**src/verilog/shifterPkg.sv**
```systemverilog
package shifterPkg;

  // Operand width of the datapath
  localparam int dataWidth = 32;

  // Rotator amount width, enough for 0 to 31
  localparam int shamtWidth = 5;

  // Amount taken from the bottom byte of Rs
  localparam int rsrShamtWidth = 8;

  // Shift kind as encoded in instruction bits [6:5]
  typedef enum logic [1:0] {
    shLsl = 2'b00, // Logical left
    shLsr = 2'b01, // Logical right
    shAsr = 2'b10, // Arithmetic right
    shRor = 2'b11  // Rotate right, RRX when immediate #0
  } shiftTypeE;

endpackage
```
**src/verilog/operand2Shifter.sv**
```systemverilog
`timescale 1ns/10ps

module operand2Shifter (
  input  logic                                 clk,
  input  logic                                 arstN,
  input  logic                                 inValid,
  input  logic [shifterPkg::dataWidth-1:0]     a,
  input  shifterPkg::shiftTypeE                shType,
  input  logic [shifterPkg::shamtWidth-1:0]    rShamt,
  input  logic [shifterPkg::rsrShamtWidth-1:0] rsrShamt,
  input  logic                                 isRtype,    // Immediate amount shift
  input  logic                                 isRsrType,  // Register amount shift
  input  logic                                 zeroRotate, // Immediate rotated by 0
  input  logic                                 prevCflag,
  input  logic                                 multCsel,
  input  logic                                 multCarryIn,
  output logic                                 outValid,
  output logic [shifterPkg::dataWidth-1:0]     result,
  output logic                                 carryOut
);

  import shifterPkg::*;

  logic [shamtWidth-1:0] shamt;
  logic [shamtWidth-1:0] shctl5;
  logic [7:0]            shctl8;
  logic                  shift;
  logic                  left;
  logic                  arith;
  logic                  longShift;
  logic                  isRrx;
  logic                  rrxIn;
  logic                  shifterCarryOut;
  logic [dataWidth-1:0]  rotated;
  logic [dataWidth-1:0]  maskedResult;

  shiftControl shiftControl_inst (
    .shType          (shType),
    .rShamt0         (rShamt),
    .rsrShamt        (rsrShamt),
    .isRtype         (isRtype),
    .isRsrType       (isRsrType),
    .zeroRotate      (zeroRotate),
    .prevCflag       (prevCflag),
    .multCsel        (multCsel),
    .multCarryIn     (multCarryIn),
    .a0              (a[0]),
    .a31             (a[dataWidth-1]),
    .rot0            (rotated[0]),           // a[32-n] for LSL
    .rot31           (rotated[dataWidth-1]), // a[n-1] for right shifts
    .shamt           (shamt),
    .shctl5          (shctl5),
    .shctl8          (shctl8),
    .shift           (shift),
    .left            (left),
    .arith           (arith),
    .longShift       (longShift),
    .isRrx           (isRrx),
    .rrxIn           (rrxIn),
    .shifterCarryOut (shifterCarryOut)
  );

  barrelRotator barrelRotator_inst (
    .a       (a),
    .shctl5  (shctl5),
    .shctl8  (shctl8),
    .rotated (rotated)
  );

  shiftMask shiftMask_inst (
    .rotated      (rotated),
    .a31          (a[dataWidth-1]),
    .shamt        (shamt),
    .longShift    (longShift),
    .shift        (shift),
    .left         (left),
    .arith        (arith),
    .isRrx        (isRrx),
    .rrxIn        (rrxIn),
    .maskedResult (maskedResult)
  );

  // Single output stage, valid follows the strobe by one cycle
  always_ff @(posedge clk or negedge arstN) begin
    if (!arstN) begin
      outValid <= 1'b0;
      result   <= '0;
      carryOut <= 1'b0;
    end else begin
      outValid <= inValid;
      result   <= maskedResult;
      carryOut <= shifterCarryOut;
    end
  end

endmodule

```
**src/verilog/shiftControl.sv**
```systemverilog
`timescale 1ns/10ps

module shiftControl (
  input  shifterPkg::shiftTypeE                  shType,
  input  logic [shifterPkg::shamtWidth-1:0]      rShamt0,  // Immediate amount field
  input  logic [shifterPkg::rsrShamtWidth-1:0]   rsrShamt, // Rs[7:0]
  input  logic                                   isRtype,
  input  logic                                   isRsrType,
  input  logic                                   zeroRotate,
  input  logic                                   prevCflag,
  input  logic                                   multCsel,
  input  logic                                   multCarryIn,
  input  logic                                   a0,
  input  logic                                   a31,
  input  logic                                   rot0,
  input  logic                                   rot31,
  output logic [shifterPkg::shamtWidth-1:0]      shamt,
  output logic [shifterPkg::shamtWidth-1:0]      shctl5,
  output logic [7:0]                             shctl8,
  output logic                                   shift,
  output logic                                   left,
  output logic                                   arith,
  output logic                                   longShift,
  output logic                                   isRrx,
  output logic                                   rrxIn,
  output logic                                   shifterCarryOut
);

  import shifterPkg::*;

  logic                  shiftSelect; // Operand goes through the shifter at all
  logic                  immZero;     // Immediate form with #0
  logic                  rrx;
  logic [shamtWidth:0]   effAmt;      // Effective amount, bit 5 means 32 or more
  logic                  shiftZero;
  logic                  shift32;
  logic                  shiftOver;   // 33 to 255, register form only

  assign shiftSelect = isRtype | isRsrType;
  assign immZero     = isRtype & ~isRsrType & (rShamt0 == '0);
  assign rrx         = immZero & (shType == shRor); // ROR #0 encodes RRX
  assign isRrx       = rrx;

  // Amount seen by rotator and mask
  always_comb begin
    if (!shiftSelect) begin
      effAmt = '0; // Immediate operand passes untouched
    end else if (isRsrType) begin
      effAmt = {|rsrShamt[rsrShamtWidth-1:shamtWidth], rsrShamt[shamtWidth-1:0]};
    end else if (rrx) begin
      effAmt = (shamtWidth+1)'(1); // RRX moves like LSR #1
    end else begin
      // LSR/ASR #0 mean 32, LSL #0 stays 0
      effAmt = {(rShamt0 == '0) && (shType != shLsl), rShamt0};
    end
  end

  assign longShift = effAmt[shamtWidth];
  assign shamt     = effAmt[shamtWidth-1:0];

  // Operation kind for the mask stage
  always_comb begin
    case (shType)
      shLsl:   {shift, left, arith} = 3'b110;
      shLsr:   {shift, left, arith} = 3'b100;
      shAsr:   {shift, left, arith} = 3'b101;
      default: {shift, left, arith} = rrx ? 3'b100 : 3'b001; // RRX looks like LSR
    endcase
  end

  // Fill bit, C flag for RRX else multiply carry or bit 0
  assign rrxIn = rrx ? prevCflag : (multCsel ? multCarryIn : a0);

  shiftDecoder shiftDecoder_inst (
    .shamt  (shamt),
    .left   (left),
    .shctl5 (shctl5),
    .shctl8 (shctl8)
  );

  // Amount classes for the carry table
  assign shiftZero = isRsrType ? (rsrShamt == '0) : (immZero & (shType == shLsl));
  assign shift32   = isRsrType ? (rsrShamt == rsrShamtWidth'(dataWidth))
                               : (immZero & (shType != shLsl)); // Includes RRX
  assign shiftOver = isRsrType & (rsrShamt > rsrShamtWidth'(dataWidth));

  always_comb begin
    shifterCarryOut = prevCflag;
    if (!shiftSelect) begin
      shifterCarryOut = zeroRotate ? prevCflag : a31; // Rotated immediate
    end else if (shiftZero) begin
      shifterCarryOut = prevCflag; // Any kind by 0 keeps C
    end else if (shift32) begin
      case (shType)
        shLsl:   shifterCarryOut = a0;                      // Register form only
        shLsr:   shifterCarryOut = a31;
        shAsr:   shifterCarryOut = a31;
        default: shifterCarryOut = isRsrType ? a31 : a0;    // RRX takes old bit 0
      endcase
    end else if (shiftOver) begin
      case (shType)
        shLsl:   shifterCarryOut = 1'b0;
        shLsr:   shifterCarryOut = 1'b0;
        shAsr:   shifterCarryOut = a31;
        default: shifterCarryOut = rot31; // ROR wraps modulo 32
      endcase
    end else begin
      // 1 to 31, last bit out on either side
      shifterCarryOut = (shType == shLsl) ? rot0 : rot31;
    end
  end

endmodule

```
**src/verilog/shiftMask.sv**
```systemverilog
`timescale 1ns/10ps

module shiftMask (
  input  logic [shifterPkg::dataWidth-1:0]  rotated,
  input  logic                              a31,
  input  logic [shifterPkg::shamtWidth-1:0] shamt,
  input  logic                              longShift,
  input  logic                              shift,     // Low for ROR
  input  logic                              left,
  input  logic                              arith,
  input  logic                              isRrx,
  input  logic                              rrxIn,
  output logic [shifterPkg::dataWidth-1:0]  maskedResult
);

  import shifterPkg::*;

  logic [dataWidth-1:0] keep;   // Ones where rotated bits survive
  logic [dataWidth-1:0] fill;   // Value for cleared positions
  logic [dataWidth-1:0] shaped;

  // Left keeps the high 32 - n bits, right keeps the low 32 - n
  assign keep = left ? ({dataWidth{1'b1}} << shamt) : ({dataWidth{1'b1}} >> shamt);

  assign fill = arith ? {dataWidth{a31}} : '0; // Sign fill for ASR

  assign shaped = (rotated & keep) | (fill & ~keep);

  always_comb begin
    if (!shift) begin
      maskedResult = rotated; // Plain rotation
    end else if (longShift) begin
      maskedResult = fill;    // Everything shifted out
    end else if (isRrx) begin
      // LSR #1 shape with the carry on top
      maskedResult = {rrxIn, shaped[dataWidth-2:0]};
    end else begin
      maskedResult = shaped;
    end
  end

endmodule

```
**src/verilog/barrelRotator.sv**
```systemverilog
`timescale 1ns/10ps

module barrelRotator (
  input  logic [shifterPkg::dataWidth-1:0]  a,
  input  logic [shifterPkg::shamtWidth-1:0] shctl5,
  input  logic [7:0]                        shctl8,
  output logic [shifterPkg::dataWidth-1:0]  rotated
);

  import shifterPkg::*;

  logic [dataWidth-1:0] coarse; // After the byte stage

  // Right rotate by a small constant
  function automatic logic [dataWidth-1:0] rotR(input logic [dataWidth-1:0] v,
                                                input int unsigned n);
    logic [2*dataWidth-1:0] dbl;
    dbl = {v, v} >> n;
    return dbl[dataWidth-1:0];
  endfunction

  // Coarse stage by whole bytes
  always_comb begin
    case (shctl5[4:3])
      2'd0:    coarse = a;
      2'd1:    coarse = {a[7:0], a[31:8]};   // 8
      2'd2:    coarse = {a[15:0], a[31:16]}; // 16
      default: coarse = {a[23:0], a[31:24]}; // 24
    endcase
  end

  // Fine stage, AND-OR over the one-hot select
  always_comb begin
    rotated = '0;
    for (int i = 0; i < 8; i++) begin
      if (shctl8[i]) begin
        rotated |= rotR(coarse, i);
      end
    end
  end

endmodule

```
**src/verilog/shiftDecoder.sv**
```systemverilog
`timescale 1ns/10ps

module shiftDecoder (
  input  logic [shifterPkg::shamtWidth-1:0] shamt,
  input  logic                              left,
  output logic [shifterPkg::shamtWidth-1:0] shctl5, // Right rotate amount
  output logic [7:0]                        shctl8  // One-hot fine select
);

  import shifterPkg::*;

  logic [shamtWidth-1:0] rotAmt;

  // Left by n equals right rotate by 32 - n, two's complement does the modulo
  assign rotAmt = left ? (~shamt + 1'b1) : shamt;

  assign shctl5 = rotAmt;

  // Fine stage wants one line per residue 0 to 7
  always_comb begin
    shctl8 = '0;
    for (int i = 0; i < 8; i++) begin
      if (rotAmt[2:0] == 3'(i)) begin
        shctl8[i] = 1'b1;
      end
    end
  end

endmodule

```
**config.mk**
```make
export PLATFORM = sky130hd
export DESIGN_NAME = operand2Shifter
export DESIGN_NICKNAME = d
export VERILOG_FILES = /design/src/verilog/shifterPkg.sv /design/src/verilog/operand2Shifter.sv /design/src/verilog/shiftControl.sv /design/src/verilog/shiftMask.sv /design/src/verilog/barrelRotator.sv /design/src/verilog/shiftDecoder.sv
export SDC_FILE = /design/constraint.sdc
export NUM_CORES = 1
export LEC_CHECK = 0
export ABC_AREA = 0
export BUFFER_PORTS_ARGS = -buffer_cell sky130_fd_sc_hd__buf_2
export CORE_AREA = 2 2 125 66
export CTS_CLUSTER_DIAMETER = 60
export DETAILED_ROUTE_END_ITERATION = 8
export DIE_AREA = 0 0 127 68
export PLACE_DENSITY = 0.95
export SYNTH_ARGS = -nofsm -noshare
export SYNTH_HDL_FRONTEND = slang
export SYNTH_SLANG_ARGS = --single-unit
export TNS_END_PERCENT = 10
```
**constraint.sdc**
```tcl
create_clock -name clk -period 0.9 [get_ports clk]
set_clock_uncertainty 0.05 [all_clocks]
set_input_delay 0.18 -clock clk [delete_from_list [all_inputs] [get_ports clk]]
set_output_delay 0.18 -clock clk [all_outputs]
set_load 0.02 [all_outputs]
```
==> run_results.csv, run 1 <==
group,metric,value,unit
synthesis,syn_avg_cell_area,7.673,sq um
global_route,grt.total_usage,0.8029,
place,routabilityCongestion,1.324,
synthesis,syn_nets,660,
clock_network,cts_root_buf,"clkbuf_16",
global_route,grt_pass1_vias,8576,
run_status,stop_stage,"global routing",
clock_network,h-tree-depth,2,
synthesis,synth-edff-count,0,
die,placementRows,23,
place,hpwl,17140,microns
synthesis,synth_seq_area_share,0.1864,
clock_network,numCtsBuffers,5,
run_status,status,"stopped before the end",
synthesis,async_flop_share,1.000,
clock_network,cts_buffer_depth,2,
global_route,overflow,27,
synthesis,synth.distinct_cells,63,
global_route,grt_pass1_wl,51380,microns
synthesis,synthCells,595,
synthesis,yosys.area.top_type_share,0.1864,
synthesis,synthTopCellsByArea,"dfrtp_1 19%, mux2i_1 16%, nand2_1 6.8%",
run_status,error,"[ERROR GRT-0116] Global routing finished with congestion. Check the congestion regions in the DRC Viewer.",
synthesis,yosysTopAreaCell,"dfrtp_1",
synthesis,ys_seq_elements,34,
die,die_y,68,microns
global_route,grt_max_degree,35,
synthesis,yosys_warnings,0,
clock_network,clock_sinks,34,
place,place_inst,934,
place,portBuffers,87,
die,start_util,0.5964,
die,die_x,127,microns
synthesis,syn_area,4566,sq um
die,ios,90,
synthesis,ys.flop_type,"dfrtp_1",
[synth_stat cells, types with 5 or more instances]
master and instances:
nand2_1 83, o22a_1 5, inv_1 9, nor3_1 8, mux2_2 13, nor2_1 35
ha_1 9, o21ai_0 42, a22oi_1 28, dfrtp_1 34, a32oi_1 8, o31ai_1 5
a31oi_1 14, a222oi_1 12, o211ai_1 5, nand3_1 6, a21oi_1 54, clkbuf_1 43
o22ai_1 15, a22o_1 16, a221oi_1 15, mux2i_1 71
[cell families after synthesis]
family / Yosys count / share of synthesized area
AOI/OAI and AO/OA: 244 / 0.3686
xor gates and xnor gates: 2 / 0.009593
muxes: 86 / 0.1938
and+or+nand+nor: 159 / 0.1576
DFF: 34 / 0.1864
adders and majority gates: 9 / 0.02466
buffers and inverters: 61 / 0.05946
[timing repair]
action | 4_1_cts
endpoints found under the hold margin | 35
hold buffers | 2
setup endpoints to repair | 67
resized for setup | 72
pin swaps | 10
gates cloned | 2
setup buffers | 1
[routing by layer]
layer,GRT usage,GRT overflow
met1,0.7965,3
met2,0.9556,8
met3,0.6771,2
met4,0.8022,13
met5,0.4941,1
[through the flow]
stage	hold WS, ns	utilization	setup WS, ns	cell area [sq um]
after detailed placement	0.1171	0.8593	-3.215	6578
after CTS	0.1904	0.9390	-2.505	7188
after floorplan	-0.1656	-	-2.770	4661
after global placement	0.1044	0.8593	-2.988	6578
==> run 2, diff against run 1 <==
--- a/config.mk
+++ b/config.mk
@@ -7,11 +7,10 @@
 export LEC_CHECK = 0
 export ABC_AREA = 0
 export BUFFER_PORTS_ARGS = -buffer_cell sky130_fd_sc_hd__buf_2
-export CORE_AREA = 2 2 125 66
-export CTS_CLUSTER_DIAMETER = 60
+export CORE_AREA = 2 2 110 112
 export DETAILED_ROUTE_END_ITERATION = 8
-export DIE_AREA = 0 0 127 68
-export PLACE_DENSITY = 0.95
+export DIE_AREA = 0 0 112 114
+export PLACE_DENSITY_LB_ADDON = 0.15
 export SYNTH_ARGS = -nofsm -noshare
 export SYNTH_HDL_FRONTEND = slang
 export SYNTH_SLANG_ARGS = --single-unit
==> run_results.csv, run 2 <==
group,metric,value,unit
run_status,status,"finished with violations",
run_status,failed_checks,"negative setup slack",
synthesis,yosys_warnings,0,
synthesis,yosys.area.top_type_share,0.1864,
worst_hold_path,hp-class,"input port to flip-flop",
synthesis,syn_area,4566,sq um
critical_path,crit_path_max_incr_delay,0.54,ns
die,ios,90,
die,die_area,12770,sq um
place,routabilityCongestion,0.9494,
synthesis,ys.flop_type,"dfrtp_1",
route,wl,23140,microns
die,placementRows,40,
synthesis,async_flop_share,1.000,
critical_path,critPathKind,"input port to flip-flop",
final_layout,final_cells,1017,
sta,min_period_over_period,3.820,
power,power_density,1509,nW/um^2
clock_network,clk_pin_slew_worst_paths,0.06,ns
flow_run,maxCapViolCount,0,
sta,slew_headroom,0.5357,
route,drt_iter0_drc,755,
critical_path,crit_path_top_delay_cell,"or4_4",
clock_network,clock_sinks,34,
clock_network,h-tree-depth,2,
global_route,grt_pass1_wl,34890,microns
synthesis,syn_nets,660,
power,p_sw_frac,0.4347,
place,portBuffers,87,
power,power_frac_comb,0.679,
critical_path,path_buf_inv,4,
final_layout,largest_reg_flops,32,
die,core_area,11710,sq um
synthesis,yosysTopAreaCell,"dfrtp_1",
critical_path,cp_top_family,"simple AND/OR/NAND/NOR gates",
global_route,overflow,0,
final_layout,syn_to_final_growth,68.18,%
route,vias_per_cell,6.268,
final_layout,regMostFlops,"result",
power,p_switching,5.037,mW
final_layout,reg.largest.list,"result: 32 flops, carryOut: 1 flops, outValid: 1 flops",
sta,max_freq,290.9,MHz
synthesis,syn_avg_cell_area,7.673,sq um
global_route,grt_max_degree,32,
power,pwr-share-seq,0.168,
power,internal-power,6.550,mW
power,p_leak,3.456,nW
route,drcViolationCount,0,
route,ant_nets,0,
synthesis,synthCells,595,
clock_network,cts_root_buf,"clkbuf_16",
global_route,grt_pass1_vias,6307,
critical_path,cp_max_fo,9,
sta,hold_viol,0,
critical_path,worst_ep_required_time,1.02,ns
clock_network,cts_tree,"yes",
route,post_drt_wl_per_cell,22.75,microns
route,first_pass_iters,7,
power,total_power,11.59,mW
global_route,antenna_found_initial,0,
synthesis,yosys-top-cells-count,"83 x nand2_1, 71 x mux2i_1, 54 x a21oi_1",
synthesis,synthTopCellsByArea,"dfrtp_1 19%, mux2i_1 16%, nand2_1 6.8%",
final_layout,final_layout_size_suffix_gt1_frac,0.4920,
sta,tightest_slew,0.6771,ns
synthesis,yosysMostFrequentCell,"nand2_1",
synthesis,synth.distinct_cells,63,
sta,fin_crit,3.438,ns
power,irDropWorstVdd,1226,uV
synthesis,synth_seq_area_share,0.1864,
sta,setup_viol,67,
final_layout,fill_cells,984,
final_layout,antenna_cells,0,
critical_path,crit_path_start_kind,"input port",
sta,rsz0062_at_grt,"true",
sta,maxSlewViolCount,0,
place,hpwl,17860,microns
sta,setup_slack,-2.538,ns
die,die_y,114,microns
place,dp_slack,-3.031,ns
critical_path,crit_cells,17,
clock_network,numCtsBuffers,5,
route,vias,6375,
critical_path,crit_path_end_kind,"flip-flop",
final_layout,fin_nets,934,
die,start_util,0.3899,
final_layout,final_common_cell,"buf_4",
worst_hold_path,hold_depth,3,
synthesis,synth-edff-count,0,
die,die_x,112,microns
synthesis,ys_seq_elements,34,
global_route,grt.total_usage,0.3519,
clock_network,cts_buffer_depth,2,
critical_path,arrival,3.55,ns
final_layout,most-common-layout-cells,"210 x buf_4, 84 x buf_2, 82 x nand2_1",
critical_path,worstPathCellList,"buf_6 -> or4_4 -> nor4_4 -> nor2_4 -> ha_4 -> nand4bb_1 -> o311ai_4 -> xnor2_4 -> buf_4 -> buf_12 -> mux2i_4 -> mux2i_4 -> a222oi_1 -> nand2_1 -> a221oi_2 -> buf_4 -> a21oi_2",
place,place_inst,997,
power,clockPowerShare,0.153,
==> run 2: cell counts after synthesis <==
No cell type changed its count.
==> run 2: worst paths after layout <==
kind / start / to / slack [ns]
max: rShamt[3] / result[16] / -2.54
max in group asynchronous: arstN / result[6] / 0.22
min: prevCflag / result[31] / 0.14
min in group asynchronous: arstN / result[27] / 0.19
==> run 2: per-stage QoR <==
step           hold slack [ns]  TNS [ns]  utilization  area [sq um]
6_report                0.1371    -82.75       0.6557          7679
5_1_grt                 0.1565    -88.11       0.6557          7679
4_1_cts                 0.1424    -83.28       0.6329          7412
3_5_place_dp          -0.05353    -95.41       0.5855          6857
3_3_place_gp          -0.05266    -93.06       0.5855          6857
2_1_floorplan          -0.1656    -87.30            -          4661
==> run 2: cells by family (layout without fill, tap and decap cells) <==
logic type | Yosys count | in the layout | share of synthesized area
DFF | 34 | 34 | 0.1864
adders and majority gates | 9 | 9 | 0.02466
xor gates and xnor gates | 2 | 2 | 0.009593
AOI/OAI and AO/OA | 244 | 244 | 0.3686
and+or+nand+nor | 159 | 159 | 0.1576
muxes | 86 | 86 | 0.1938
buffers and inverters | 61 | 336 | 0.05946
==> run 2: cell type report <==
type	instances	area, sq um	area share
sequential	34	852.1	0.1110
inverter	10	37.54	0.004888
multi-input combinational	500	4061	0.5289
clock buffer	7	142.6	0.01858
clock inverter	1	5.005	0.0006518
tap	147	183.9	0.02395
timing repair buffer	318	2396	0.3120
==> run 2: routing by layer <==
layer	part of all wire	routed length (microns)	vias up	track usage
met1	0.40	9284	3047	0.4431
met2	0.47	10840	382	0.5794
met5	0	0	-	0
met3	0.078	1798	83	0.06323
li1	-	-	2863	-
met4	0.052	1214	0	0.1837
==> run 2: power by group through the flow <==
stage | clock network [mW] | logic, mW | registers (mW)
floorplan | 0 | 3.04 | 2.35
global placement | 0 | 6.74 | 1.96
CTS | 1.76 | 7.31 | 1.94
finish | 1.78 | 7.87 | 1.94
global route | 1.83 | 8.27 | 1.97
detailed placement | 0 | 6.78 | 1.96
==> run 2: what timing repair did <==
action,4_1_cts,5_1_grt
endpoints found under the hold margin,35,0
pin swaps,7,10
cloned,1,0
endpoints found under the setup margin,67,67
hold buffers,2,0
resized for setup,56,52
buffers inserted,7,3
(Power assumes the default switching activity.)
